**src/source/exec_defines.svh**
```systemverilog
`ifndef EXEC_DEFINES_SVH
`define EXEC_DEFINES_SVH

// reorder-buffer tag width
`define ROB_TAG_LEN 6

// one reservation station and one pipeline per kind
`define FU_KINDS 4

// unit latencies in cycles, grant edge to CDB edge
`define LAT_INT 1
`define LAT_BR  1
`define LAT_LS  4
`define LAT_MUL 8

// CDB reservation window, covers the slowest unit
`define SLOT_DEPTH 8

`endif

```
**src/source/exec_pkg.sv**
```systemverilog
`include "exec_defines.svh"

package exec_pkg;

    // functional unit kinds, also the round-robin order
    typedef enum logic [1:0] {
        fu_int    = 2'd0,
        fu_branch = 2'd1,
        fu_ldst   = 2'd2,
        fu_mul    = 2'd3
    } fu_kind_e;

    // fixed pipeline latency per kind
    function automatic int fu_latency(fu_kind_e kind);
        int lat;
        case (kind)
            fu_int:    lat = `LAT_INT;
            fu_branch: lat = `LAT_BR;
            fu_ldst:   lat = `LAT_LS;
            fu_mul:    lat = `LAT_MUL;
            default:   lat = `LAT_INT;
        endcase
        return lat;
    endfunction

endpackage

```
**src/source/rs_issue_if.sv**
```systemverilog
`include "exec_defines.svh"

// stations report ready entries, issue unit answers with a grant
interface rs_issue_if;

    logic [`FU_KINDS-1:0]                   ready;     // entry valid per kind
    logic [`FU_KINDS-1:0][`ROB_TAG_LEN-1:0] tags;      // entry tag per kind
    logic [`FU_KINDS-1:0]                   grant;     // one-hot pick this cycle
    logic [`ROB_TAG_LEN-1:0]                grant_tag; // tag of the picked entry

    modport station (
        output ready,
        output tags,
        input  grant
    );

    modport issuer (
        input  ready,
        input  tags,
        output grant,
        output grant_tag
    );

endinterface

```
**src/source/exec_cluster_top.sv**
```systemverilog
`include "exec_defines.svh"

module exec_cluster_top (
    input  logic                     clk,
    input  logic                     reset,
    input  logic                     dispatch_valid,
    input  logic [1:0]               dispatch_kind,
    input  logic [`ROB_TAG_LEN-1:0]  dispatch_tag,
    output logic [`FU_KINDS-1:0]     rs_busy,
    output logic [`FU_KINDS-1:0]     issue_signal,
    output logic                     cdb_valid,
    output logic [1:0]               cdb_kind,
    output logic [`ROB_TAG_LEN-1:0]  cdb_tag
);

    exec_pkg::fu_kind_e dispatch_kind_e;
    exec_pkg::fu_kind_e cdb_kind_e;

    assign dispatch_kind_e = exec_pkg::fu_kind_e'(dispatch_kind);
    assign cdb_kind        = cdb_kind_e;

    rs_issue_if rs_if ();

    reservation_stations reservation_stations_inst (
        .clk            (clk),
        .reset          (reset),
        .dispatch_valid (dispatch_valid),
        .dispatch_kind  (dispatch_kind_e),
        .dispatch_tag   (dispatch_tag),
        .rs_busy        (rs_busy),
        .rs             (rs_if.station)
    );

    issue_unit issue_unit_inst (
        .clk          (clk),
        .reset        (reset),
        .rs           (rs_if.issuer),
        .issue_signal (issue_signal)
    );

    fu_pipelines fu_pipelines_inst (
        .clk       (clk),
        .reset     (reset),
        .grant     (rs_if.grant),
        .grant_tag (rs_if.grant_tag),
        .cdb_valid (cdb_valid),
        .cdb_kind  (cdb_kind_e),
        .cdb_tag   (cdb_tag)
    );

endmodule

```
**src/source/fu_pipelines.sv**
```systemverilog
`include "exec_defines.svh"

module fu_pipelines (
    input  logic                     clk,
    input  logic                     reset,
    input  logic [`FU_KINDS-1:0]     grant,
    input  logic [`ROB_TAG_LEN-1:0]  grant_tag,
    output logic                     cdb_valid,
    output exec_pkg::fu_kind_e       cdb_kind,
    output logic [`ROB_TAG_LEN-1:0]  cdb_tag
);

    logic [`FU_KINDS-1:0]                   done;     // last stage valid per kind
    logic [`FU_KINDS-1:0][`ROB_TAG_LEN-1:0] done_tag;
    logic [1:0]                             merge_kind;
    logic [`ROB_TAG_LEN-1:0]                merge_tag;

    // tag shift pipeline per kind, depth = latency
    for (genvar k = 0; k < `FU_KINDS; k++) begin : g_pipe
        localparam int LAT = exec_pkg::fu_latency(exec_pkg::fu_kind_e'(k));

        logic [LAT-1:0]                   stage_vld;
        logic [LAT-1:0][`ROB_TAG_LEN-1:0] stage_tag;

        always_ff @(posedge clk or posedge reset) begin
            if (reset) begin
                stage_vld <= '0;
            end else begin
                stage_vld[0] <= grant[k];
                for (int i = 1; i < LAT; i++) begin
                    stage_vld[i] <= stage_vld[i-1];
                end
            end
        end

        // payload just follows the valid bits
        always_ff @(posedge clk) begin
            stage_tag[0] <= grant_tag;
            for (int i = 1; i < LAT; i++) begin
                stage_tag[i] <= stage_tag[i-1];
            end
        end

        assign done[k]     = stage_vld[LAT-1];
        assign done_tag[k] = stage_tag[LAT-1];
    end

    // at most one done bit, so an OR merge is enough
    always_comb begin
        merge_kind = 2'd0;
        merge_tag  = '0;
        for (int k = 0; k < `FU_KINDS; k++) begin
            merge_kind = merge_kind | (2'(k) & {2{done[k]}});
            merge_tag  = merge_tag | (done_tag[k] & {`ROB_TAG_LEN{done[k]}});
        end
    end

    // CDB register, one cycle per result
    always_ff @(posedge clk or posedge reset) begin
        if (reset) begin
            cdb_valid <= 1'b0;
        end else begin
            cdb_valid <= |done;
        end
    end

    always_ff @(posedge clk) begin
        cdb_kind <= exec_pkg::fu_kind_e'(merge_kind);
        cdb_tag  <= merge_tag;
    end

    // slot reservation upstream keeps completions apart
    a_single_completion: assert property (
        @(posedge clk) disable iff (reset)
        $onehot0(done)
    ) else $error("CDB collision, done = %b", done);

endmodule

```
**src/source/issue_unit.sv**
```systemverilog
`include "exec_defines.svh"

module issue_unit (
    input  logic                 clk,
    input  logic                 reset,
    rs_issue_if.issuer           rs,
    output logic [`FU_KINDS-1:0] issue_signal
);

    // bit i set: CDB taken i+2 cycles after the current cycle starts
    logic [`SLOT_DEPTH-1:0] sched;
    logic [`SLOT_DEPTH-1:0] slot_mask;
    logic [`SLOT_DEPTH-1:0] sched_next;

    exec_pkg::fu_kind_e rr_ptr; // first kind to look at

    logic [`FU_KINDS-1:0] slot_free;
    logic [`FU_KINDS-1:0] elig;
    logic [`FU_KINDS-1:0] pick;
    exec_pkg::fu_kind_e   pick_kind;
    logic                 pick_valid;
    logic [1:0]           cand_idx;

    // result slot for each kind, checked against the schedule
    always_comb begin
        for (int k = 0; k < `FU_KINDS; k++) begin
            slot_free[k] = !sched[exec_pkg::fu_latency(exec_pkg::fu_kind_e'(k)) - 1];
        end
    end

    assign elig = rs.ready & slot_free; // blocked entries retry next cycle

    // rotating priority search starting at rr_ptr
    always_comb begin
        pick       = '0;
        pick_kind  = exec_pkg::fu_int;
        pick_valid = 1'b0;
        cand_idx   = 2'd0;
        for (int off = 0; off < `FU_KINDS; off++) begin
            cand_idx = 2'(rr_ptr + off);
            if (!pick_valid && elig[cand_idx]) begin
                pick_valid     = 1'b1;
                pick_kind      = exec_pkg::fu_kind_e'(cand_idx);
                pick[cand_idx] = 1'b1;
            end
        end
    end

    assign rs.grant     = pick;
    assign rs.grant_tag = rs.tags[pick_kind];

    // slot claimed by this cycle's pick
    always_comb begin
        slot_mask = '0;
        if (pick_valid) begin
            slot_mask[exec_pkg::fu_latency(pick_kind) - 1] = 1'b1;
        end
    end

    // mark, then advance one cycle
    assign sched_next = (sched | slot_mask) >> 1;

    always_ff @(posedge clk or posedge reset) begin
        if (reset) begin
            sched        <= '0;
            rr_ptr       <= exec_pkg::fu_int;
            issue_signal <= '0;
        end else begin
            sched        <= sched_next;
            issue_signal <= pick; // registered grant strobe
            if (pick_valid) begin
                rr_ptr <= exec_pkg::fu_kind_e'(2'(pick_kind + 2'd1)); // kind after the winner
            end
        end
    end

    // a faster kind granted GAP cycles after a slower one would land on its slot
    for (genvar j = 0; j < `FU_KINDS; j++) begin : g_book
        for (genvar k = 0; k < `FU_KINDS; k++) begin : g_later
            localparam int GAP = exec_pkg::fu_latency(exec_pkg::fu_kind_e'(j))
                               - exec_pkg::fu_latency(exec_pkg::fu_kind_e'(k));
            if (GAP > 0) begin : g_chk
                a_no_double_book: assert property (
                    @(posedge clk) disable iff (reset)
                    rs.grant[j] |-> ##GAP !rs.grant[k]
                ) else $error("CDB slot double booked, kind %0d after kind %0d", k, j);
            end
        end
    end

endmodule

```
**src/source/reservation_stations.sv**
```systemverilog
`include "exec_defines.svh"

module reservation_stations (
    input  logic                     clk,
    input  logic                     reset,
    input  logic                     dispatch_valid,
    input  exec_pkg::fu_kind_e       dispatch_kind,
    input  logic [`ROB_TAG_LEN-1:0]  dispatch_tag,
    output logic [`FU_KINDS-1:0]     rs_busy,
    rs_issue_if.station              rs
);

    logic [`FU_KINDS-1:0]                   entry_valid;
    logic [`FU_KINDS-1:0][`ROB_TAG_LEN-1:0] entry_tag;
    logic [`FU_KINDS-1:0]                   dispatch_hit;

    // decode dispatch target
    always_comb begin
        dispatch_hit = '0;
        if (dispatch_valid) begin
            dispatch_hit[dispatch_kind] = 1'b1;
        end
    end

    // one entry per kind; dispatch sets, grant clears
    always_ff @(posedge clk or posedge reset) begin
        if (reset) begin
            entry_valid <= '0;
        end else begin
            for (int k = 0; k < `FU_KINDS; k++) begin
                if (dispatch_hit[k]) begin
                    entry_valid[k] <= 1'b1;
                end else if (rs.grant[k]) begin
                    entry_valid[k] <= 1'b0; // leaves at the grant edge
                end
            end
        end
    end

    // tag storage
    always_ff @(posedge clk) begin
        for (int k = 0; k < `FU_KINDS; k++) begin
            if (dispatch_hit[k]) begin
                entry_tag[k] <= dispatch_tag;
            end
        end
    end

    assign rs.ready = entry_valid;
    assign rs.tags  = entry_tag;
    assign rs_busy  = entry_valid; // busy until granted

    // dispatcher must wait for the station to drain
    a_no_busy_dispatch: assert property (
        @(posedge clk) disable iff (reset)
        dispatch_valid |-> !entry_valid[dispatch_kind]
    ) else $error("dispatch to busy station %s", dispatch_kind.name());

    // issue unit grants at most one entry, and only a live one
    a_grant_onehot: assert property (
        @(posedge clk) disable iff (reset)
        $onehot0(rs.grant) && ((rs.grant & ~entry_valid) == '0)
    ) else $error("bad grant vector %b", rs.grant);

endmodule

```
**config.mk**
```make
export PLATFORM = sky130hd
export DESIGN_NAME = exec_cluster_top
export DESIGN_NICKNAME = d
export VERILOG_FILES = /design/src/source/exec_pkg.sv /design/src/source/rs_issue_if.sv /design/src/source/exec_cluster_top.sv /design/src/source/fu_pipelines.sv /design/src/source/issue_unit.sv /design/src/source/reservation_stations.sv
export VERILOG_INCLUDE_DIRS = /design/src /design/src/source
export SDC_FILE = /design/constraint.sdc
export NUM_CORES = 1
export LEC_CHECK = 0
export BUFFER_PORTS_ARGS = -buffer_cell sky130_fd_sc_hd__buf_2
export CAP_MARGIN = 20
export CORE_ASPECT_RATIO = 0.8
export CORE_MARGIN = 1
export CORE_UTILIZATION = 25
export DETAILED_ROUTE_END_ITERATION = 16
export GPL_ROUTABILITY_DRIVEN = 0
export PLACE_DENSITY = 0.52
export SYNTH_ARGS = -nofsm -noshare
export SYNTH_HDL_FRONTEND = slang
export SYNTH_SLANG_ARGS = --single-unit
```
**constraint.sdc**
```tcl
create_clock -name clk -period 4.04 [get_ports clk]
set_input_delay 0.202 -clock clk [delete_from_list [all_inputs] [get_ports clk]]
set_output_delay 0.202 -clock clk [all_outputs]
set_load 0.01 [all_outputs]
```
Yosys cells after proc, flatten, opt, wreduce, memory -nomap -nowiden

Index checks and enable logic that the tools add are counted.

Output and inout bits: 17
Register bits: 112
Word-level logic and storage cells: 128

Multiplexer cells: 46
Bitwise gates (word level): 14
Equal/unequal tests: 3
$add $sub $neg: 5
Reduce and logical (&&, ||, !) cells: 21
$lt $le $gt $ge: 13

Operators with widths:

| kind                                                 | number |
|---|---|
| one-hot mux 32 bit (3 select lines)                  | 1 |
| >= comparator 32 x 1 -> 1 bit, second input constant | 1 |
| < comparator 32 x 5 -> 1 bit, second input constant  | 1 |
| two-way mux 32 bit                                   | 1 |
| subtractor 32 x 2 -> 32 bit, second input constant   | 1 |
| bitwise AND 6 bit                                    | 4 |
| two-way mux 1 bit                                    | 22 |
| two-way mux 4 bit                                    | 5 |
| < comparator 2 x 3 -> 1 bit, second input constant   | 6 |
| OR 6 bit                                             | 3 |
| binary-select mux 6 bit (select 2 bit)               | 1 |
| OR 4 bit                                             | 3 |
| demux 1 bit (select 2 bit)                           | 5 |
| >= comparator 2 x 1 -> 1 bit, second input constant  | 5 |
| logical AND 1 bit                                    | 9 |
| binary-select mux 1 bit (select 2 bit)               | 4 |
| two-way mux 2 bit                                    | 4 |
| two-way mux 8 bit                                    | 1 |
| OR 7 x 8 -> 8 bit                                    | 1 |
| nonzero test 2 bit                                   | 4 |
| two-way mux 6 bit                                    | 1 |
| logical NOT 1 bit                                    | 5 |
| adder 2 x 1 -> 2 bit, second input constant          | 2 |
| adder 2 bit, second input constant                   | 2 |
| 9 further kinds                                      | 10 |

Depth between registers and ports, before layout

Depth after elaboration: 25
Depth in mapped cells: 11
Mapped depth without buffers: 9

Modules after synthesis

Synthesis repeated with hierarchy kept, for this count alone.

Cells, all modules: 252
Area, all modules: 3664.8 um2

Modules (own cells, without submodules):

| module               | cells each | area each (um2) | seq. area each (um2) | times used |
|---|---|---|---|---|
| fu_pipelines         | 93         | 1616.6          | 1496.4               | 1 |
| issue_unit           | 113        | 1112.3          | 325.3                | 1 |
| reservation_stations | 46         | 935.9           | 820.8                | 1 |

Worst setup path after synthesis

OpenSTA, ideal clock, no wires.

Path kind: flip-flop to flip-flop
Start: reg issue_unit_inst.rr_ptr[0]
End: reg issue_unit_inst.sched[1]
Arrival: 2.758 ns
Setup slack: 1.154 ns
Required time: 3.913 ns
Setup time: 0.127 ns
Stages on the path, launching flop included: 11
Cell sequence: dfrtp_1 > buf_6 > inv_1 > ha_1 > or3_4 > a221o_1 > a32oi_4 > buf_12 > ha_1 > nor3b_1 > or2_2

Word-level cells in the longest chain between the ends: 23
Elaborated cells on any way between the ends: 40

Ends and longest elaborated chain:

| what                                                                          | line             | source |
|---|---|---|
| from (decl)                                                                   | issue_unit.sv:15 | `exec_pkg::fu_kind_e rr_ptr;` |
| from (signal assigned)                                                        | issue_unit.sv:66 | `rr_ptr <= exec_pkg::fu_int;` |
| from (signal assigned)                                                        | issue_unit.sv:72 | `rr_ptr <= exec_pkg::fu_kind_e'(2'(pick_kind + 2'd1));` |
| parallel branches: the longest is 21 deep, another holds adder 2 x 1 -> 2 bit | n/a              |  |
| two-way mux 8 bit (*)                                                         | issue_unit.sv:55 | `if (pick_valid) begin` |
| OR 7 x 8 -> 8 bit (*)                                                         | issue_unit.sv:61 | `assign sched_next = (sched \| slot_mask) >> 1;` |
| via issue_unit_inst.sched_next[1]                                             | issue_unit.sv:13 | `` logic [`SLOT_DEPTH-1:0] sched_next; `` |
| to (signal assigned)                                                          | issue_unit.sv:69 | `sched <= sched_next;` |
| to (decl)                                                                     | issue_unit.sv:11 | `` logic [`SLOT_DEPTH-1:0] sched; `` |

Mark *: on every way through the listed nets, which the timed path passes. The select of a mux whose other input is x is not followed.
A chain may end at the register's enable or synchronous reset.

Worst setup path in the final report

Start: reg issue_unit_inst.rr_ptr[0]
End: reg fu_pipelines_inst.g_pipe[0].stage_tag[1] in the netlist's numbering

Word-level cells in the longest chain between the ends: 14
Elaborated cells on any way between the ends: 26

Ends and longest elaborated chain:

| what                                                                          | line               | source |
|---|---|---|
| parallel branches: the longest is 11 deep, another holds adder 2 x 1 -> 2 bit | n/a                |  |
| two-way mux 2 bit (*)                                                         | issue_unit.sv:41   | `if (!pick_valid && elig[cand_idx]) begin` |
| binary-select mux 6 bit (select 2 bit) (*)                                    | issue_unit.sv:50   | `assign rs.grant_tag = rs.tags[pick_kind];` |
| two-way mux 6 bit (implied by the code) (*)                                   | issue_unit.sv:50   |  |
| via fu_pipelines_inst.grant_tag[1]                                            | fu_pipelines.sv:7  | `` input logic [`ROB_TAG_LEN-1:0] grant_tag, `` |
| to (signal, indexed assignment)                                               | fu_pipelines.sv:40 | `stage_tag[i] <= stage_tag[i-1];` |
| to (decl)                                                                     | fu_pipelines.sv:23 | `` logic [LAT-1:0][`ROB_TAG_LEN-1:0] stage_tag; `` |

Marks and branches as above.

==> metrics.md <==
| Metric | Value |
|---|---|
| Multi-input combinational cell area | `819.5 um^2` |
| Sequential area share after synthesis | `72.75%` |
| Endpoints failing setup | `0` |
| Root buffer cell | `clkbuf_16` |
| Syn Nets | `253` |
| Min-delay worst type | `input pin to flip-flop` |
| Number of antenna violations at the first check in global routing | `0` |
| EDFF count, synth | `24` |
| Clock skew | `12.16 ps` |
| Num CTS Buffers | `9` |
| P_leak | `0.001828 uW` |
| Met3 WL post-DR | `338 um` |
| CP startpoint kind | `flip-flop` |
| Clk Latency, worst-skew pair | `350 ps` |
| Chip height | `107.8 um` |
| Max-Cap Viols | `0` |
| Ys flop type | `dfxtp_1` |
| I/O Buffers | `27` |
| DR WL/cell | `13.54 um` |
| Wl on met1 | `3186 um` |
| Tcrit/Tclk final | `76.28%` |
| Leading cell types in the layout, fill and taps excluded | `56 x dfxtp_1, 28 x dfrtp_1, 27 x buf_2` |
| Via-to-Cell Ratio | `4.154` |
| Max stage delay on crit path | `590 ps` |
| Reg clk slew, reported paths | `80 ps` |
| DRC Markers | `0` |
| WP data arrival | `3320 ps` |
| FP Rows | `38` |
| Min Clock Period, post-route | `3082 ps` |
| CP dominant cell by count | `mux2i_1` |
| Antenna fix cells | `0` |
| Nets | `286` |
| Final slew viol count | `0` |
| Post-Syn Instances | `236` |
| Total Routed Length | `6145 um` |
| H-tree levels | `3` |
| Final Util | `30.49%` |
| Crit end category | `flip-flop` |
| DR iter-0 viols | `155` |
| Synth async-reset ratio | `25.93%` |
| Syn avg cell area | `14.81 um^2` |
| Highest metal used | `met4` |
| Dpl hpwl | `4158 um` |
| Worst EP required | `4280 ps` |
| Pin count of the biggest net entering global routing | `29` |
| Count of cell types in the netlist | `43` |
| Commonest non-fill, non-tap cell in the layout | `dfxtp_1` |
| Metal2 WL | `2528 um` |
| Yosys Warn Count | `0` |
| Gr ovfl total | `0` |
| I/O pins | `28` |
| Sink Count | `108` |
| Reg area | `0.002542 mm^2` |
| Slew @ Worst Pin | `912.7 ps` |
| Fillcell total | `1,382` |
| Worst hold slack | `68.11 ps` |
| Status | `finished clean` |
| Crit-path cells | `inv_1, ha_1, or3_4, a221o_1, a32oi_4, buf_4, mux2i_1, mux2i_1` |
| GRT Util Overall | `9.678%` |
| Setup Total Neg Slack | `0 ps` |
| Synth Register Bits | `108` |
| Slew headroom | `38.93%` |
| Core ar. | `0.01360 mm^2` |
| Area growth from synthesis to layout | `18.65%` |
| Pwr per Cell Area | `932.6 mW/mm^2` |
| Fin. Hold Viols | `0` |
| Post-CTS setup buffer count | `0` |
| RSZ-0062 raised after global routing | `no` |
| Die width | `134.2 um` |
| Achievable frequency | `324.5 MHz` |
| Worst ir drop on vdd | `0.3038 mV` |
| Vias in the first global route | `1,923` |
| Slowest library cell on the worst path | `dfrtp_1` |
| CTS tree | `built` |
| CTS resizes | `0` |
| Initial Util | `25.70%` |
| Finished Layout Cells | `454` |
| First-pass GRT wire length | `10,260 um` |
| Layout cells sized above 1 | `22.26%` |
| Routed vias | `1,886` |
| Total Die Area | `0.01446 mm^2` |
| Post-DRT Antenna Nets | `0` |
| Post-Place Cells | `436` |
| Clock buffer depth | `2` |
| Crit Path Class | `flip-flop to flip-flop` |
| Syn Std Cell Area | `0.003495 mm^2` |
| CP max FO | `10` |
| 1st-pass router iterations | `5` |
registers in the layout, summed over array words and instances, names as in the netlist:
signal                              flops
fu_pipelines_inst.cdb_kind              2
fu_pipelines_inst.cdb_tag               6
fu_pipelines_inst.cdb_valid             1
fu_pipelines_inst.done_tag              6
fu_pipelines_inst.g_pipe.stage_tag     42
fu_pipelines_inst.g_pipe.stage_vld     12
issue_unit_inst.issue_signal            2
issue_unit_inst.rr_ptr                  2
issue_unit_inst.sched                   7
reservation_stations_inst.rs.ready      4
reservation_stations_inst.rs.tags      24
per-stage QoR:
| stage | setup slack (ps) | total power [uW] | instance area [um^2] |
|---|---|---|---|
| 2_1_floorplan | 1154 | 2711 | 3495 |
| 6_report | 958.2 | 3867 | 4146 |
| 3_5_place_dp | 977.7 | 3004 | 3797 |
| 5_1_grt | 819.5 | 4143 | 4146 |
| 4_1_cts | 967.6 | 3909 | 4109 |
| 3_3_place_gp | 1073 | 2975 | 3797 |
where the power goes:
group          total [uW]  internal (uW)  switching [uW]
Sequential           1760           1550             212
Clock                 885            448             437
Combinational        1220            552             667
worst max-delay path: cells and delay by family, from the launching register on:
| kind | cells | cell delay (ps) |
|---|---|---|
| fa+ha+maj | 1 | 410 |
| mux | 2 | 300 |
| flops | 1 | 590 |
| simple gates | 1 | 450 |
| buf+inv | 2 | 480 |
| compound gates | 2 | 740 |
per-layer routing:
metal	global-route usage, %	up-vias
li1	-	907
met1	13.03	923
met2	13.14	50
met3	3.625	6
met4	5.457	0
met5	0	-
cells in the mapped netlist (2+ instances only):
cell type | count | area share (%)
a21o_1 | 3 | 0.64
a21oi_1 | 2 | 0.29
a221o_1 | 5 | 1.4
a222oi_1 | 6 | 1.7
a31o_2 | 3 | 0.75
buf_4 | 4 | 0.86
clkbuf_1 | 3 | 0.32
dfrtp_1 | 28 | 20
dfxtp_1 | 56 | 32
edfxtp_1 | 24 | 21
ha_1 | 6 | 2.1
inv_1 | 15 | 1.6
mux2i_1 | 21 | 6.0
nand2_1 | 13 | 1.4
nor2_1 | 6 | 0.64
nor2b_1 | 3 | 0.54
nor3b_1 | 2 | 0.43
o21ai_0 | 6 | 0.86
or2_2 | 6 | 1.1
logic make-up after synthesis:
kind of cell,count (synthesis),synth area share (%)
flops,108,72.75
buf+inv,25,3.795
fa+ha+maj,6,2.148
mux,22,6.445
simple gates,40,6.051
compound gates,35,8.808
final timing paths:
kind / slack [ps] / depth (start not counted) / from / to
max: 960 / 8 / issue_unit_inst.rr_ptr[0] / fu_pipelines_inst.g_pipe[0].stage_tag[1]
min: 70 / 1 / dispatch_tag[1] / reservation_stations_inst.rs.tags[7]
max reg2reg: 960 / 8 / issue_unit_inst.rr_ptr[0] / fu_pipelines_inst.g_pipe[0].stage_tag[1]
min reg2reg: 320 / 0 / fu_pipelines_inst.g_pipe[2].stage_tag[8] / fu_pipelines_inst.g_pipe[3].stage_tag[14]
max in group asynchronous: 3210 / 4 / reset / issue_unit_inst.sched[4]
min in group asynchronous: 390 / 3 / reset / fu_pipelines_inst.g_pipe[3].stage_vld[3]
final cells by class:
cell class | instances | share of cell area, %
clock buffer | 9 | 5.431
clock inverter | 7 | 2.082
inverter | 16 | 1.448
multi-input combinational | 103 | 19.76
sequential | 108 | 61.32
tap | 180 | 5.431
timing repair buffer | 31 | 4.526
timing repair:
action / in CTS / in global routing
hold endpoints to repair: 0 / 8
hold buffers: 0 / 1
setup endpoints to repair: 0 / 0
(Power assumes the default switching activity.)
